--- config.mk ---
export PLATFORM = sky130hd
export DESIGN_NAME = arith_unit_top
export DESIGN_NICKNAME = d
export VERILOG_FILES = /design/src/hdl/ooo_pkg.sv /design/src/hdl/alu.sv /design/src/hdl/arith.sv /design/src/hdl/arith_rs.sv /design/src/hdl/arith_unit_top.sv
export SDC_FILE = /design/constraint.sdc
export NUM_CORES = 2
export LEC_CHECK = 0
export BUFFER_PORTS_ARGS = -buffer_cell sky130_fd_sc_hd__buf_2
export CORE_ASPECT_RATIO = 2
export CORE_MARGIN = 2
export CORE_UTILIZATION = 40
export DETAILED_ROUTE_END_ITERATION = 8
export PLACE_DENSITY_LB_ADDON = 0.25
export SLEW_MARGIN = 0
export SYNTH_ARGS = -nofsm -noshare
export SYNTH_HDL_FRONTEND = slang
export SYNTH_SLANG_ARGS = --single-unit
--- constraint.sdc ---
create_clock -name clk_i -period 9 [get_ports clk_i]
set_input_delay 0.45 -clock clk_i [delete_from_list [all_inputs] [get_ports clk_i]]
set_output_delay 0.45 -clock clk_i [all_outputs]
set_load 0.005 [all_outputs]
--- src/hdl/ooo_pkg.sv ---
package ooo_pkg;

    // Data path and tag widths.
    localparam int XLEN      = 32;
    localparam int ROB_IDX_W = 5;

    localparam int RS_DEPTH  = 4;                 // Entries in the station, a power of two.
    localparam int RS_IDX_W  = $clog2(RS_DEPTH);  // Width of an entry index.

    localparam int ALU_OP_W  = 4;

    // ALU operation codes.
    localparam logic [ALU_OP_W-1:0] ALU_OP_ADD  = 4'd0;
    localparam logic [ALU_OP_W-1:0] ALU_OP_SUB  = 4'd1;
    localparam logic [ALU_OP_W-1:0] ALU_OP_SLL  = 4'd2;
    localparam logic [ALU_OP_W-1:0] ALU_OP_SLT  = 4'd3;
    localparam logic [ALU_OP_W-1:0] ALU_OP_SLTU = 4'd4;
    localparam logic [ALU_OP_W-1:0] ALU_OP_XOR  = 4'd5;
    localparam logic [ALU_OP_W-1:0] ALU_OP_SRL  = 4'd6;
    localparam logic [ALU_OP_W-1:0] ALU_OP_SRA  = 4'd7;
    localparam logic [ALU_OP_W-1:0] ALU_OP_OR   = 4'd8;
    localparam logic [ALU_OP_W-1:0] ALU_OP_AND  = 4'd9;
    localparam logic [ALU_OP_W-1:0] ALU_OP_NOP  = 4'd15;  // Gives a zero result.

    // RV32I major opcodes handled by this unit.
    localparam logic [6:0] OP_OP_IMM = 7'b0010011;
    localparam logic [6:0] OP_OP     = 7'b0110011;
    localparam logic [6:0] OP_LUI    = 7'b0110111;
    localparam logic [6:0] OP_AUIPC  = 7'b0010111;
    localparam logic [6:0] OP_JAL    = 7'b1101111;
    localparam logic [6:0] OP_JALR   = 7'b1100111;

    // funct3 encodings, shared by the register and immediate forms.
    localparam logic [2:0] FUNCT3_ADD_SUB = 3'b000;
    localparam logic [2:0] FUNCT3_SLL     = 3'b001;
    localparam logic [2:0] FUNCT3_SLT     = 3'b010;
    localparam logic [2:0] FUNCT3_SLTU    = 3'b011;
    localparam logic [2:0] FUNCT3_XOR     = 3'b100;
    localparam logic [2:0] FUNCT3_SR      = 3'b101;
    localparam logic [2:0] FUNCT3_OR      = 3'b110;
    localparam logic [2:0] FUNCT3_AND     = 3'b111;

    // funct7 encodings.
    localparam logic [6:0] FUNCT7_BASE = 7'b0000000;  // ADD and SRL.
    localparam logic [6:0] FUNCT7_ALT  = 7'b0100000;  // SUB and SRA.

endpackage

--- src/hdl/alu.sv ---
`timescale 1ns/1ps

module alu (
    input  logic [ooo_pkg::XLEN-1:0]     alu_op1_i,
    input  logic [ooo_pkg::XLEN-1:0]     alu_op2_i,
    input  logic [ooo_pkg::ALU_OP_W-1:0] alu_func_i,
    output logic [ooo_pkg::XLEN-1:0]     alu_out_o
);

    logic [4:0] shift_amt;

    assign shift_amt = alu_op2_i[4:0];  // Only the low five bits count for a 32-bit shift.

    always_comb begin
        case (alu_func_i)
            ooo_pkg::ALU_OP_ADD: begin
                alu_out_o = alu_op1_i + alu_op2_i;
            end
            ooo_pkg::ALU_OP_SUB: begin
                alu_out_o = alu_op1_i - alu_op2_i;
            end
            ooo_pkg::ALU_OP_SLL: begin
                alu_out_o = alu_op1_i << shift_amt;
            end
            ooo_pkg::ALU_OP_SLT: begin
                alu_out_o = ($signed(alu_op1_i) < $signed(alu_op2_i)) ?
                            ooo_pkg::XLEN'(1) : '0;
            end
            ooo_pkg::ALU_OP_SLTU: begin
                alu_out_o = (alu_op1_i < alu_op2_i) ? ooo_pkg::XLEN'(1) : '0;
            end
            ooo_pkg::ALU_OP_XOR: begin
                alu_out_o = alu_op1_i ^ alu_op2_i;
            end
            ooo_pkg::ALU_OP_SRL: begin
                alu_out_o = alu_op1_i >> shift_amt;
            end
            ooo_pkg::ALU_OP_SRA: begin
                alu_out_o = $unsigned($signed(alu_op1_i) >>> shift_amt);
            end
            ooo_pkg::ALU_OP_OR: begin
                alu_out_o = alu_op1_i | alu_op2_i;
            end
            ooo_pkg::ALU_OP_AND: begin
                alu_out_o = alu_op1_i & alu_op2_i;
            end
            default: begin
                alu_out_o = '0;  // NOP and unused codes.
            end
        endcase
    end

endmodule

--- src/hdl/arith.sv ---
`timescale 1ns/1ps

module arith (
    input  logic [ooo_pkg::XLEN-1:0]      pc_i,
    input  logic                          issue_i,
    input  logic [31:0]                   inst_i,
    input  logic [ooo_pkg::XLEN-1:0]      rs1_value_i,
    input  logic [ooo_pkg::XLEN-1:0]      rs2_value_i,
    input  logic [ooo_pkg::ROB_IDX_W-1:0] rob_idx_i,
    output logic                          writeback_valid_o,
    output logic [ooo_pkg::XLEN-1:0]      writeback_value_o,
    output logic [ooo_pkg::ROB_IDX_W-1:0] rob_idx_o
);

    logic [6:0]                   opcode;
    logic [2:0]                   funct3;
    logic [6:0]                   funct7;
    logic [ooo_pkg::XLEN-1:0]     imm_i;
    logic [ooo_pkg::XLEN-1:0]     imm_u;
    logic [ooo_pkg::XLEN-1:0]     shamt;
    logic [ooo_pkg::XLEN-1:0]     alu_operand1;
    logic [ooo_pkg::XLEN-1:0]     alu_operand2;
    logic [ooo_pkg::ALU_OP_W-1:0] alu_func;
    logic [ooo_pkg::XLEN-1:0]     alu_out;

    assign opcode = inst_i[6:0];
    assign funct3 = inst_i[14:12];
    assign funct7 = inst_i[31:25];

    assign imm_i = {{(ooo_pkg::XLEN-12){inst_i[31]}}, inst_i[31:20]};
    assign imm_u = {inst_i[31:12], 12'b0};
    assign shamt = {{(ooo_pkg::XLEN-5){1'b0}}, inst_i[24:20]};

    // Tag and strobe travel with the combinational result.
    assign writeback_valid_o = issue_i;
    assign writeback_value_o = alu_out;
    assign rob_idx_o         = rob_idx_i;

    alu i_alu (
        .alu_op1_i  (alu_operand1),
        .alu_op2_i  (alu_operand2),
        .alu_func_i (alu_func),
        .alu_out_o  (alu_out)
    );

    always_comb begin
        alu_operand1 = rs1_value_i;
        alu_operand2 = rs2_value_i;
        alu_func     = ooo_pkg::ALU_OP_NOP;
        case (opcode)
            ooo_pkg::OP_OP_IMM: begin
                alu_operand2 = imm_i;
                case (funct3)
                    ooo_pkg::FUNCT3_ADD_SUB: alu_func = ooo_pkg::ALU_OP_ADD;
                    ooo_pkg::FUNCT3_SLT:     alu_func = ooo_pkg::ALU_OP_SLT;
                    ooo_pkg::FUNCT3_SLTU:    alu_func = ooo_pkg::ALU_OP_SLTU;
                    ooo_pkg::FUNCT3_XOR:     alu_func = ooo_pkg::ALU_OP_XOR;
                    ooo_pkg::FUNCT3_OR:      alu_func = ooo_pkg::ALU_OP_OR;
                    ooo_pkg::FUNCT3_AND:     alu_func = ooo_pkg::ALU_OP_AND;
                    ooo_pkg::FUNCT3_SLL: begin
                        alu_operand2 = shamt;
                        if (funct7 == ooo_pkg::FUNCT7_BASE) begin
                            alu_func = ooo_pkg::ALU_OP_SLL;
                        end
                    end
                    default: begin  // Shift right, arithmetic when funct7 is ALT.
                        alu_operand2 = shamt;
                        if (funct7 == ooo_pkg::FUNCT7_BASE) begin
                            alu_func = ooo_pkg::ALU_OP_SRL;
                        end else if (funct7 == ooo_pkg::FUNCT7_ALT) begin
                            alu_func = ooo_pkg::ALU_OP_SRA;
                        end
                    end
                endcase
            end
            ooo_pkg::OP_OP: begin
                if (funct7 == ooo_pkg::FUNCT7_BASE) begin
                    case (funct3)
                        ooo_pkg::FUNCT3_ADD_SUB: alu_func = ooo_pkg::ALU_OP_ADD;
                        ooo_pkg::FUNCT3_SLL:     alu_func = ooo_pkg::ALU_OP_SLL;
                        ooo_pkg::FUNCT3_SLT:     alu_func = ooo_pkg::ALU_OP_SLT;
                        ooo_pkg::FUNCT3_SLTU:    alu_func = ooo_pkg::ALU_OP_SLTU;
                        ooo_pkg::FUNCT3_XOR:     alu_func = ooo_pkg::ALU_OP_XOR;
                        ooo_pkg::FUNCT3_SR:      alu_func = ooo_pkg::ALU_OP_SRL;
                        ooo_pkg::FUNCT3_OR:      alu_func = ooo_pkg::ALU_OP_OR;
                        default:                 alu_func = ooo_pkg::ALU_OP_AND;
                    endcase
                end else if (funct7 == ooo_pkg::FUNCT7_ALT) begin
                    if (funct3 == ooo_pkg::FUNCT3_ADD_SUB) begin
                        alu_func = ooo_pkg::ALU_OP_SUB;
                    end else if (funct3 == ooo_pkg::FUNCT3_SR) begin
                        alu_func = ooo_pkg::ALU_OP_SRA;
                    end
                end
            end
            ooo_pkg::OP_LUI: begin
                alu_operand1 = imm_u;
                alu_operand2 = '0;
                alu_func     = ooo_pkg::ALU_OP_OR;
            end
            ooo_pkg::OP_AUIPC: begin
                alu_operand1 = pc_i;
                alu_operand2 = imm_u;
                alu_func     = ooo_pkg::ALU_OP_ADD;
            end
            ooo_pkg::OP_JAL, ooo_pkg::OP_JALR: begin
                alu_operand1 = pc_i;                 // Link value is pc plus 4.
                alu_operand2 = ooo_pkg::XLEN'(4);
                alu_func     = ooo_pkg::ALU_OP_ADD;
            end
            default: begin
                alu_func = ooo_pkg::ALU_OP_NOP;      // Unknown opcode writes back zero.
            end
        endcase
    end

endmodule

--- src/hdl/arith_rs.sv ---
`timescale 1ns/1ps

module arith_rs (
    input  logic                          clk_i,
    input  logic                          rst_n_i,
    input  logic                          dispatch_i,
    input  logic [ooo_pkg::XLEN-1:0]      disp_pc_i,
    input  logic [31:0]                   disp_inst_i,
    input  logic [ooo_pkg::ROB_IDX_W-1:0] disp_rob_idx_i,
    input  logic [ooo_pkg::XLEN-1:0]      disp_rs1_value_i,
    input  logic                          disp_rs1_valid_i,
    input  logic [ooo_pkg::ROB_IDX_W-1:0] disp_rs1_tag_i,
    input  logic [ooo_pkg::XLEN-1:0]      disp_rs2_value_i,
    input  logic                          disp_rs2_valid_i,
    input  logic [ooo_pkg::ROB_IDX_W-1:0] disp_rs2_tag_i,
    output logic                          rs_full_o,
    input  logic                          wake0_valid_i,
    input  logic [ooo_pkg::ROB_IDX_W-1:0] wake0_rob_idx_i,
    input  logic [ooo_pkg::XLEN-1:0]      wake0_value_i,
    input  logic                          wake1_valid_i,
    input  logic [ooo_pkg::ROB_IDX_W-1:0] wake1_rob_idx_i,
    input  logic [ooo_pkg::XLEN-1:0]      wake1_value_i,
    output logic                          issue_valid_o,
    output logic [ooo_pkg::XLEN-1:0]      issue_pc_o,
    output logic [31:0]                   issue_inst_o,
    output logic [ooo_pkg::XLEN-1:0]      issue_rs1_value_o,
    output logic [ooo_pkg::XLEN-1:0]      issue_rs2_value_o,
    output logic [ooo_pkg::ROB_IDX_W-1:0] issue_rob_idx_o
);

    logic [ooo_pkg::RS_DEPTH-1:0]  busy_q;
    logic [ooo_pkg::RS_DEPTH-1:0]  busy_next;
    logic [ooo_pkg::RS_DEPTH-1:0]  ready;
    logic [ooo_pkg::RS_DEPTH-1:0]  issue_grant;
    logic [ooo_pkg::RS_IDX_W-1:0]  issue_idx;
    logic [ooo_pkg::RS_IDX_W-1:0]  free_idx;
    logic                          disp_take;

    logic [ooo_pkg::XLEN-1:0]      pc_q        [ooo_pkg::RS_DEPTH];
    logic [31:0]                   inst_q      [ooo_pkg::RS_DEPTH];
    logic [ooo_pkg::ROB_IDX_W-1:0] rob_idx_q   [ooo_pkg::RS_DEPTH];
    logic                          rs1_valid_q [ooo_pkg::RS_DEPTH];
    logic [ooo_pkg::ROB_IDX_W-1:0] rs1_tag_q   [ooo_pkg::RS_DEPTH];
    logic [ooo_pkg::XLEN-1:0]      rs1_value_q [ooo_pkg::RS_DEPTH];
    logic                          rs2_valid_q [ooo_pkg::RS_DEPTH];
    logic [ooo_pkg::ROB_IDX_W-1:0] rs2_tag_q   [ooo_pkg::RS_DEPTH];
    logic [ooo_pkg::XLEN-1:0]      rs2_value_q [ooo_pkg::RS_DEPTH];

    // Returns the operand as {valid, value} after snooping both broadcast ports.
    function automatic logic [ooo_pkg::XLEN:0] snoop(
        input logic                          valid,
        input logic [ooo_pkg::ROB_IDX_W-1:0] tag,
        input logic [ooo_pkg::XLEN-1:0]      value
    );
        if (valid) begin
            return {1'b1, value};
        end
        if (wake0_valid_i && wake0_rob_idx_i == tag) begin
            return {1'b1, wake0_value_i};
        end
        if (wake1_valid_i && wake1_rob_idx_i == tag) begin
            return {1'b1, wake1_value_i};
        end
        return {1'b0, value};
    endfunction

    assign disp_take = dispatch_i & ~rs_full_o;

    always_comb begin
        issue_idx   = '0;
        free_idx    = '0;
        issue_grant = '0;
        for (int i = 0; i < ooo_pkg::RS_DEPTH; i++) begin
            ready[i] = busy_q[i] & rs1_valid_q[i] & rs2_valid_q[i];
        end
        // Walk downwards so the lowest index wins.
        for (int i = ooo_pkg::RS_DEPTH - 1; i >= 0; i--) begin
            if (ready[i]) begin
                issue_idx = ooo_pkg::RS_IDX_W'(i);
            end
        end
        issue_grant[issue_idx] = |ready;
        for (int i = ooo_pkg::RS_DEPTH - 1; i >= 0; i--) begin
            if (!busy_q[i] || issue_grant[i]) begin
                free_idx = ooo_pkg::RS_IDX_W'(i);      // A slot issuing now may be refilled.
            end
        end
        busy_next = busy_q & ~issue_grant;
        if (disp_take) begin
            busy_next[free_idx] = 1'b1;
        end
    end

    assign issue_valid_o     = |ready;
    assign issue_pc_o        = pc_q[issue_idx];
    assign issue_inst_o      = inst_q[issue_idx];
    assign issue_rs1_value_o = rs1_value_q[issue_idx];
    assign issue_rs2_value_o = rs2_value_q[issue_idx];
    assign issue_rob_idx_o   = rob_idx_q[issue_idx];

    always_ff @(posedge clk_i or negedge rst_n_i) begin
        if (!rst_n_i) begin
            busy_q    <= '0;
            rs_full_o <= 1'b0;
        end else begin
            busy_q    <= busy_next;
            rs_full_o <= &busy_next;  // Registered level, seen by dispatch next cycle.
        end
    end

    always_ff @(posedge clk_i) begin
        for (int i = 0; i < ooo_pkg::RS_DEPTH; i++) begin
            if (disp_take && free_idx == ooo_pkg::RS_IDX_W'(i)) begin
                pc_q[i]      <= disp_pc_i;
                inst_q[i]    <= disp_inst_i;
                rob_idx_q[i] <= disp_rob_idx_i;
                rs1_tag_q[i] <= disp_rs1_tag_i;
                rs2_tag_q[i] <= disp_rs2_tag_i;
                {rs1_valid_q[i], rs1_value_q[i]} <=
                    snoop(disp_rs1_valid_i, disp_rs1_tag_i, disp_rs1_value_i);
                {rs2_valid_q[i], rs2_value_q[i]} <=
                    snoop(disp_rs2_valid_i, disp_rs2_tag_i, disp_rs2_value_i);
            end else begin
                {rs1_valid_q[i], rs1_value_q[i]} <=
                    snoop(rs1_valid_q[i], rs1_tag_q[i], rs1_value_q[i]);
                {rs2_valid_q[i], rs2_value_q[i]} <=
                    snoop(rs2_valid_q[i], rs2_tag_q[i], rs2_value_q[i]);
            end
        end
    end

endmodule

--- src/hdl/arith_unit_top.sv ---
`timescale 1ns/1ps

module arith_unit_top (
    input  logic                          clk_i,
    input  logic                          rst_n_i,
    input  logic                          dispatch_i,
    input  logic [ooo_pkg::XLEN-1:0]      disp_pc_i,
    input  logic [31:0]                   disp_inst_i,
    input  logic [ooo_pkg::ROB_IDX_W-1:0] disp_rob_idx_i,
    input  logic [ooo_pkg::XLEN-1:0]      disp_rs1_value_i,
    input  logic                          disp_rs1_valid_i,
    input  logic [ooo_pkg::ROB_IDX_W-1:0] disp_rs1_tag_i,
    input  logic [ooo_pkg::XLEN-1:0]      disp_rs2_value_i,
    input  logic                          disp_rs2_valid_i,
    input  logic [ooo_pkg::ROB_IDX_W-1:0] disp_rs2_tag_i,
    output logic                          rs_full_o,
    input  logic                          ext_cdb_valid_i,
    input  logic [ooo_pkg::ROB_IDX_W-1:0] ext_cdb_rob_idx_i,
    input  logic [ooo_pkg::XLEN-1:0]      ext_cdb_value_i,
    output logic                          cdb_valid_o,
    output logic [ooo_pkg::ROB_IDX_W-1:0] cdb_rob_idx_o,
    output logic [ooo_pkg::XLEN-1:0]      cdb_value_o
);

    logic                          issue_valid;
    logic [ooo_pkg::XLEN-1:0]      issue_pc;
    logic [31:0]                   issue_inst;
    logic [ooo_pkg::XLEN-1:0]      issue_rs1_value;
    logic [ooo_pkg::XLEN-1:0]      issue_rs2_value;
    logic [ooo_pkg::ROB_IDX_W-1:0] issue_rob_idx;
    logic                          wb_valid;
    logic [ooo_pkg::XLEN-1:0]      wb_value;
    logic [ooo_pkg::ROB_IDX_W-1:0] wb_rob_idx;

    arith_rs i_arith_rs (
        .clk_i             (clk_i),
        .rst_n_i           (rst_n_i),
        .dispatch_i        (dispatch_i),
        .disp_pc_i         (disp_pc_i),
        .disp_inst_i       (disp_inst_i),
        .disp_rob_idx_i    (disp_rob_idx_i),
        .disp_rs1_value_i  (disp_rs1_value_i),
        .disp_rs1_valid_i  (disp_rs1_valid_i),
        .disp_rs1_tag_i    (disp_rs1_tag_i),
        .disp_rs2_value_i  (disp_rs2_value_i),
        .disp_rs2_valid_i  (disp_rs2_valid_i),
        .disp_rs2_tag_i    (disp_rs2_tag_i),
        .rs_full_o         (rs_full_o),
        .wake0_valid_i     (ext_cdb_valid_i),
        .wake0_rob_idx_i   (ext_cdb_rob_idx_i),
        .wake0_value_i     (ext_cdb_value_i),
        .wake1_valid_i     (cdb_valid_o),      // Own result feeds back as a wakeup.
        .wake1_rob_idx_i   (cdb_rob_idx_o),
        .wake1_value_i     (cdb_value_o),
        .issue_valid_o     (issue_valid),
        .issue_pc_o        (issue_pc),
        .issue_inst_o      (issue_inst),
        .issue_rs1_value_o (issue_rs1_value),
        .issue_rs2_value_o (issue_rs2_value),
        .issue_rob_idx_o   (issue_rob_idx)
    );

    arith i_arith (
        .pc_i              (issue_pc),
        .issue_i           (issue_valid),
        .inst_i            (issue_inst),
        .rs1_value_i       (issue_rs1_value),
        .rs2_value_i       (issue_rs2_value),
        .rob_idx_i         (issue_rob_idx),
        .writeback_valid_o (wb_valid),
        .writeback_value_o (wb_value),
        .rob_idx_o         (wb_rob_idx)
    );

    always_ff @(posedge clk_i or negedge rst_n_i) begin
        if (!rst_n_i) begin
            cdb_valid_o <= 1'b0;
        end else begin
            cdb_valid_o <= wb_valid;  // High for one cycle per issued instruction.
        end
    end

    always_ff @(posedge clk_i) begin
        cdb_value_o   <= wb_value;
        cdb_rob_idx_o <= wb_rob_idx;
    end

endmodule

---- Word level (Yosys, flattened, before mapping) ----
Memories as Yosys holds them, arrays and structs flattened. A register that Yosys moved wholly into a read port is not among the register bits.
Cells that the tools add are included.
cells by class
  add/subtract/negate cells ............... 2
  order comparisons ....................... 7
  equality and inequality tests ........... 46
  shift operators ......................... 3
  muxes and demuxes ....................... 308
  bitwise gates (word level) .............. 18
  reduce and logical (&&, ||, !) cells .... 66
operators by type and width
  kind                                            number
  33-bit 2-to-1 mux                               78
  32-bit 2-to-1 mux                               19
  32-bit one-hot mux with 10 select lines         1
  32-bit OR reduction                             6
  1-bit 2-to-1 mux                                161
  32-bit binary-select mux with 2-bit select      2
  32-bit one-hot mux with 4 select lines          1
  5-bit equality test                             20
  32-bit less-than comparator                     2
  32-bit one-hot mux with 2 select lines          1
  4-bit one-hot mux with 7 select lines           2
  2-bit 2-to-1 mux                                23
  5-bit 2-to-1 mux                                9
  5-bit OR reduction                              9
  32-bit adder                                    1
  32-bit bitwise AND                              1
  4-bit 2-to-1 mux                                8
  32-bit bitwise OR                               1
  4-bit nonzero test                              8
  32-bit by 5-bit << shifter with 32-bit output   1
  32-bit by 5-bit >> shifter with 32-bit output   1
  32-bit by 5-bit >>> shifter with 32-bit output  1
  32-bit subtractor                               1
  32-bit XOR                                      1
  35 further kinds                                92
storage, ports and cells
  flip-flop bits (word level) ............. 302
  memory bits (writable) .................. 316
  input port bits ......................... 186
  logic and storage cells ................. 475
  memories kept ........................... 5
memories
  name                  words  bits a word  rd ports  clocked after Yosys merged registers in  write ports  RTL line        text
  i_arith_rs.inst_q     4      32           1         0                                        1            arith_rs.sv:40  logic [31:0] inst_q [ooo_pkg::RS_DEPTH];
  i_arith_rs.pc_q       4      32           1         0                                        1            arith_rs.sv:39  logic [ooo_pkg::XLEN-1:0] pc_q [ooo_pkg::RS_DEPTH];
  i_arith_rs.rob_idx_q  4      5            1         1                                        1            arith_rs.sv:41  logic [ooo_pkg::ROB_IDX_W-1:0] rob_idx_q [ooo_pkg::RS_DEPTH];
  i_arith_rs.rs1_tag_q  4      5            4         0                                        1            arith_rs.sv:43  logic [ooo_pkg::ROB_IDX_W-1:0] rs1_tag_q [ooo_pkg::RS_DEPTH];
  i_arith_rs.rs2_tag_q  4      5            4         0                                        1            arith_rs.sv:46  logic [ooo_pkg::ROB_IDX_W-1:0] rs2_tag_q [ooo_pkg::RS_DEPTH];

---- Depth between registers and ports, before layout ----
  depth after elaboration ................. 28
  mapped depth ............................ 30
  depth with buffers taken out ............ 24

---- Hierarchy ----
Synthesis repeated with hierarchy kept, for this count alone.
second synthesis, totals
  cell total of the unflattened synthesis .. 3,847
  area, all modules ....................... 40,555.1 um^2
by module, submodules not included
  module          instances  cells an instance  area an instance (um^2)  sequential area each (um^2)
  arith_rs        1          2,386              30,255.3                 17,461.7
  alu             1          1,231              8,196.6                  0.0
  arith           1          192                1,337.5                  0.0
  arith_unit_top  1          38                 765.7                    765.7

---- Worst setup path after synthesis ----
Ideal clock, no wire load.
  kind .................................... register to register
  start ................................... register i_arith_rs.busy_q[1] (netlist bit)
  end ..................................... register cdb_value_o[31] (netlist bit)
  setup time .............................. 0.127 ns
  data arrival time ....................... 6.637 ns
  data required time ...................... 8.873 ns
  slack ................................... 2.236 ns
  stages on the path, launching flop included .. 28
  period minus slack after synthesis ...... 6.764 ns
  cell sequence ........................... dfrtp_1 buf_2 and3_4 nor4_1 buf_4 a22oi_2 a211oi_4 nand3_2 a221oi_4 buf_4 buf_2 buf_4 clkbuf_1 ha_1 clkbuf_1 o21a_1 o31a_1 o41ai_1 a221oi_1 o21ai_0 o221ai_1 a21o_1 a221o_1 o41a_1 a221oi_1 o32a_1 a21oi_1 or3_1
between the ends
  longest elaborated chain between the ends .. 13
  elaborated cells on any way between the ends .. 64
  those cells by class .................... 2 x add/sub; 23 x eq/ne; 3 x shift; 22 x mux; 6 x bitwise; 6 x reduce/logical; 2 x memory
ends and longest elaborated chain
  element                                                                    RTL line              text
  start: declaration                                                         arith_rs.sv:31        logic [ooo_pkg::RS_DEPTH-1:0] busy_q;
  start signal: assignment                                                   arith_rs.sv:106       busy_q <= busy_next;
  1-bit bitwise AND * (2 in a row)                                           arith_rs.sv:74        ready[i] = busy_q[i] & rs1_valid_q[i] & rs2_valid_q[i];
  2-bit 2-to-1 mux * (2 in a row)                                            arith_rs.sv:78        if (ready[i]) begin
  parallel branches: the longest is 8 deep, another holds memory 4 x 32 bit  n/a
  32-bit one-hot mux with 10 select lines *                                  alu.sv:15             case (alu_func_i)
  named net i_arith.i_alu.alu_out_o (one bit)                                alu.sv:7              output logic [ooo_pkg::XLEN-1:0] alu_out_o
  end signal: assignment                                                     arith_unit_top.sv:84  cdb_value_o <= wb_value;
  end: declaration                                                           arith_unit_top.sv:22  output logic [ooo_pkg::XLEN-1:0] cdb_value_o
Mark *: on every way through the listed nets, which the timed path passes. The select of a mux whose other input is x is not followed.
A chain may end at the register's enable or synchronous reset.

---- Worst setup path in the final report ----
  start ................................... register i_arith_rs.rs2_valid_q[2] (netlist bit)
  end ..................................... register cdb_value_o[0] (netlist bit)
between the ends
  longest elaborated chain between the ends .. 12
  elaborated cells on any way between the ends .. 67
  those cells by class .................... 2 x add/sub; 2 x order compare; 23 x eq/ne; 3 x shift; 24 x mux; 5 x bitwise; 6 x reduce/logical; 2 x memory
ends and longest elaborated chain
  element                                                                    RTL line         text
  start: declaration                                                         arith_rs.sv:45   logic rs2_valid_q [ooo_pkg::RS_DEPTH];
  start signal: indexed assignment                                           arith_rs.sv:121  {rs2_valid_q[i], rs2_value_q[i]} <=
  start signal: indexed assignment                                           arith_rs.sv:126  {rs2_valid_q[i], rs2_value_q[i]} <=
  1-bit bitwise AND *                                                        arith_rs.sv:74
  2-bit 2-to-1 mux * (2 in a row)                                            arith_rs.sv:78
  parallel branches: the longest is 8 deep, another holds memory 4 x 32 bit  n/a
  32-bit one-hot mux with 10 select lines *                                  alu.sv:15
  named net i_arith.i_alu.alu_out_o (one bit)                                alu.sv:7
Marked as above.

==> results.py <==
metrics = {
    "sta": {
        "hold_viol": 0,
        "rsz0062_at_grt": "no",
        "fin_crit_ns": 8.43,
        "slew_viol_final": 18,
        "min_period_over_period": 0.937,
        "setup_ws_ns": 0.571,
        "setup_viol": 0,
        "tns_ns": 0,
        "relSlewSlack": -0.0972,
        "worst_clock_skew_ns": 0.0409,
        "fmax_mhz": 119,
        "worstMarginPinSlew_ns": 1.65,
    },
    "floorplanning": {
        "rows": 162,
        "dieWidth_microns": 226,
        "die_area_sq_um": 101000,
        "initial_utilization": 0.404,
        "die-height_microns": 447,
        "core_sq_um": 97300,
        "ios": 225,
    },
    "routing": {
        "drt_iter0_markers": 5407,
        "ant_nets": 0,
        "first_pass_iters": 9,
        "avgViaCountPerCell": 7.02,
        "drc": 0,
        "post_drt_wl_per_cell_microns": 38.7,
        "drt_wl_total_mm": 206,
        "routed-via-count": 37334,
    },
    "placement": {
        "port_buffers": 219,
        "pre_cts_slack_ns": 0.775,
        "gp_congestion": 1.16,
        "dp_hpwl_mm": 140,
    },
    "global_route": {
        "overflow": 0,
        "antenna_found_initial": 43,
        "grt_max_degree": 87,
        "grt_usage": 0.407,
        "grt_pass1_vias": 35312,
        "grt_pass1_wl_mm": 283,
    },
    "logic_synthesis": {
        "yosysWarnings": 0,
        "syn-num-nets": 4201,
        "ys_types": 108,
        "synth_edf_count": 552,
        "synth_area_per_cell_sq_um": 10.0,
        "syn_area_sq_um": 39300,
        "seq_area_frac_synth": 0.449,
        "ys_ff_latch": 603,
        "synth_top_flop_cell": "edfxtp_1",
        "netlist_instances": 3913,
        "async_flop_share": 0.00995,
    },
    "flow_run": {
        "drv_cap": 5,
    },
    "clocking": {
        "cts_made_buffers": 57,
        "cts_buffer_depth": 3,
        "cts_tree": "yes",
        "cts-root-buf": "clkbuf_16",
        "cts.sinks": 603,
        "insertion_delay_ns": 0.70,
        "clkTransAtPathRegs_ns": 0.08,
        "cts_resized": 0,
        "htree_levels": 2,
    },
    "worst_setup_path": {
        "critPathMaxStageDelay_ns": 0.81,
        "end_kind": "flop",
        "critical_path_required_ns": 9.65,
        "crit_fanout": 19,
        "critPathArrivalTime_ns": 9.08,
        "crit_slowest_cell": "a31oi_2",
        "path_common_cell": "buf_4",
        "path_class": "reg -> reg",
        "start_kind": "flop",
    },
    "layout": {
        "syn2layout_area_growth_pct": 13.0,
        "drive_above_1_share": 0.153,
        "fin_nets": 4311,
    },
    "run_status": {
        "status": "complete, but fails checks",
        "violations": "max-capacitance violations, max-slew violations",
    },
    "worst_hold_path": {
        "hp-class": "in -> reg",
    },
}
==> kinds of logic (layout without fill, tap and decap cells) <==
logic type                 Yosys count  in the layout  synth area share
xor gates and xnor gates           106            106            0.0236
adders and majority gates          102            102            0.0329
DFF                                603            603             0.449
buffers and inverters              488            645            0.0503
muxes                              405            405             0.104
and+or+nand+nor                    986            986             0.124
other                                0             21                 0
AOI/OAI and AO/OA                 1223           1223             0.215
==> placed cells by master, fill, tap and decap left out, drive strengths merged, types with 33 or more instances in the layout <==
master and instances:
a211oi 35, a21oi 144, a222oi 45, a31oi 33, buf 383, clkbuf 59
dfxtp 45, dlygate4sd3 57, edfxtp 552, ha 100, inv 106, mux2i 374
nand2 243, nand3 49, nor2 266, nor3 70, o211ai 43, o21ai 312
o221ai 41, o22a 104, o22ai 204, or3 203, xor2 84
==> sequential cells by signal (all words and copies together), names as in the netlist, 4 cells and up <==
signal                  flops
i_arith_rs.busy_q           4
cdb_rob_idx_o               5
i_arith_rs.rs2_valid_q      4
i_arith_rs.rs1_tag_q       20
cdb_value_o                32
i_arith_rs.rs2_value_q    128
i_arith_rs.rs2_tag_q       20
i_arith_rs.inst_q         108
i_arith_rs.rs1_valid_q      4
i_arith_rs.rs1_value_q    128
i_arith_rs.rob_idx_q       20
i_arith_rs.pc_q           128
==> what timing repair did <==
| item | in CTS | in global routing |
|---|---|---|
| hold buffers | 57 | 0 |
| buffers inserted | 0 | 0 |
| endpoints found under the hold margin | 216 | 0 |
==> stage by stage <==
stage | std cells | utilization | area [sq um] | hold WS (ns)
after CTS | 5297 | 0.454 | 44200 | 0.000958
final | 5321 | 0.456 | 44400 | 0.00971
after detailed placement | 5134 | 0.428 | 41700 | 0.294
after global routing | 5302 | 0.455 | 44300 | 0.00989
after global placement | 5134 | 0.428 | 41700 | 0.290
after floorplan | 3913 | - | 39300 | 0.154
==> path summary, 6_finish.rpt <==
check,startpoint,endpoint,slack (ns),cells past startpoint
worst max-delay path,i_arith_rs.rs2_valid_q[2],cdb_value_o[0],0.57,27
worst min-delay path,disp_inst_i[6],i_arith_rs.inst_q[2][6],0.01,1
worst max register to register,i_arith_rs.rs2_valid_q[2],cdb_value_o[0],0.57,27
worst min register to register,i_arith_rs.rob_idx_q[0][2],cdb_rob_idx_o[2],0.43,2
max in group asynchronous,rst_n_i,i_arith_rs.busy_q[0],8.71,2
min in group asynchronous,rst_n_i,i_arith_rs.busy_q[1],0.13,2
==> synthesized netlist by cell type (14+ instances only) <==
cell,n,area share
edfxtp_1,552,0.42
mux2i_1,374,0.095
o21ai_0,301,0.038
nor2_1,261,0.025
nand2_1,240,0.023
clkbuf_1,230,0.022
o22ai_1,203,0.032
or3_1,202,0.032
a21oi_1,142,0.018
o22a_1,104,0.023
ha_1,100,0.032
buf_1,91,0.0087
inv_1,90,0.0086
xor2_1,84,0.019
nor3_1,68,0.0087
buf_2,49,0.0062
nand3_1,48,0.0061
a222oi_1,45,0.011
dfxtp_1,45,0.023
o211ai_1,42,0.0080
o221ai_1,41,0.0091
a211oi_1,34,0.0065
a31oi_1,32,0.0051
mux2_2,30,0.0086
nand2b_1,25,0.0040
a21o_1,24,0.0046
a22oi_1,24,0.0046
nor4_1,24,0.0038
a221oi_1,22,0.0049
xnor2_1,22,0.0049
and3_1,21,0.0033
nand4_1,21,0.0033
a221o_1,17,0.0043
buf_4,16,0.0031
o21bai_1,16,0.0031
a21boi_0,14,0.0027
nor2b_1,14,0.0022
==> worst max-delay path: cells and delay by family (launching register included) <==
kind,cells,cell delay [ns]
DFF,1,0.56
adders and majority gates,2,0.67
AOI/OAI and AO/OA,13,4.28
buffers and inverters,8,1.53
and+or+nand+nor,4,1.34
==> area by class of cell <==
cell class                      count  area [sq um]
Fill cell                        9322         52900
Timing Repair Buffer              440          2910
Multi-Input combinational cell   2822         19900
Clock inverter                     47           536
Tap cell                         1230          1540
Sequential cell                   603         17600
Antenna cell                       21          52.6
Clock buffer                       59          1430
Inverter                           99           388
==> routing by layer <==
layer | wire length (microns) | vias up | track usage
li1 | - | 15314 | -
met1 | 62800 | 18035 | 0.403
met2 | 91900 | 2820 | 0.630
met3 | 23600 | 1119 | 0.162
met4 | 27100 | 46 | 0.413
met5 | 363 | - | 0.00496
Power is left out: the tool's default activity adds up to more than one toggle a clock period on the data nets, which glitch-free logic cannot reach.
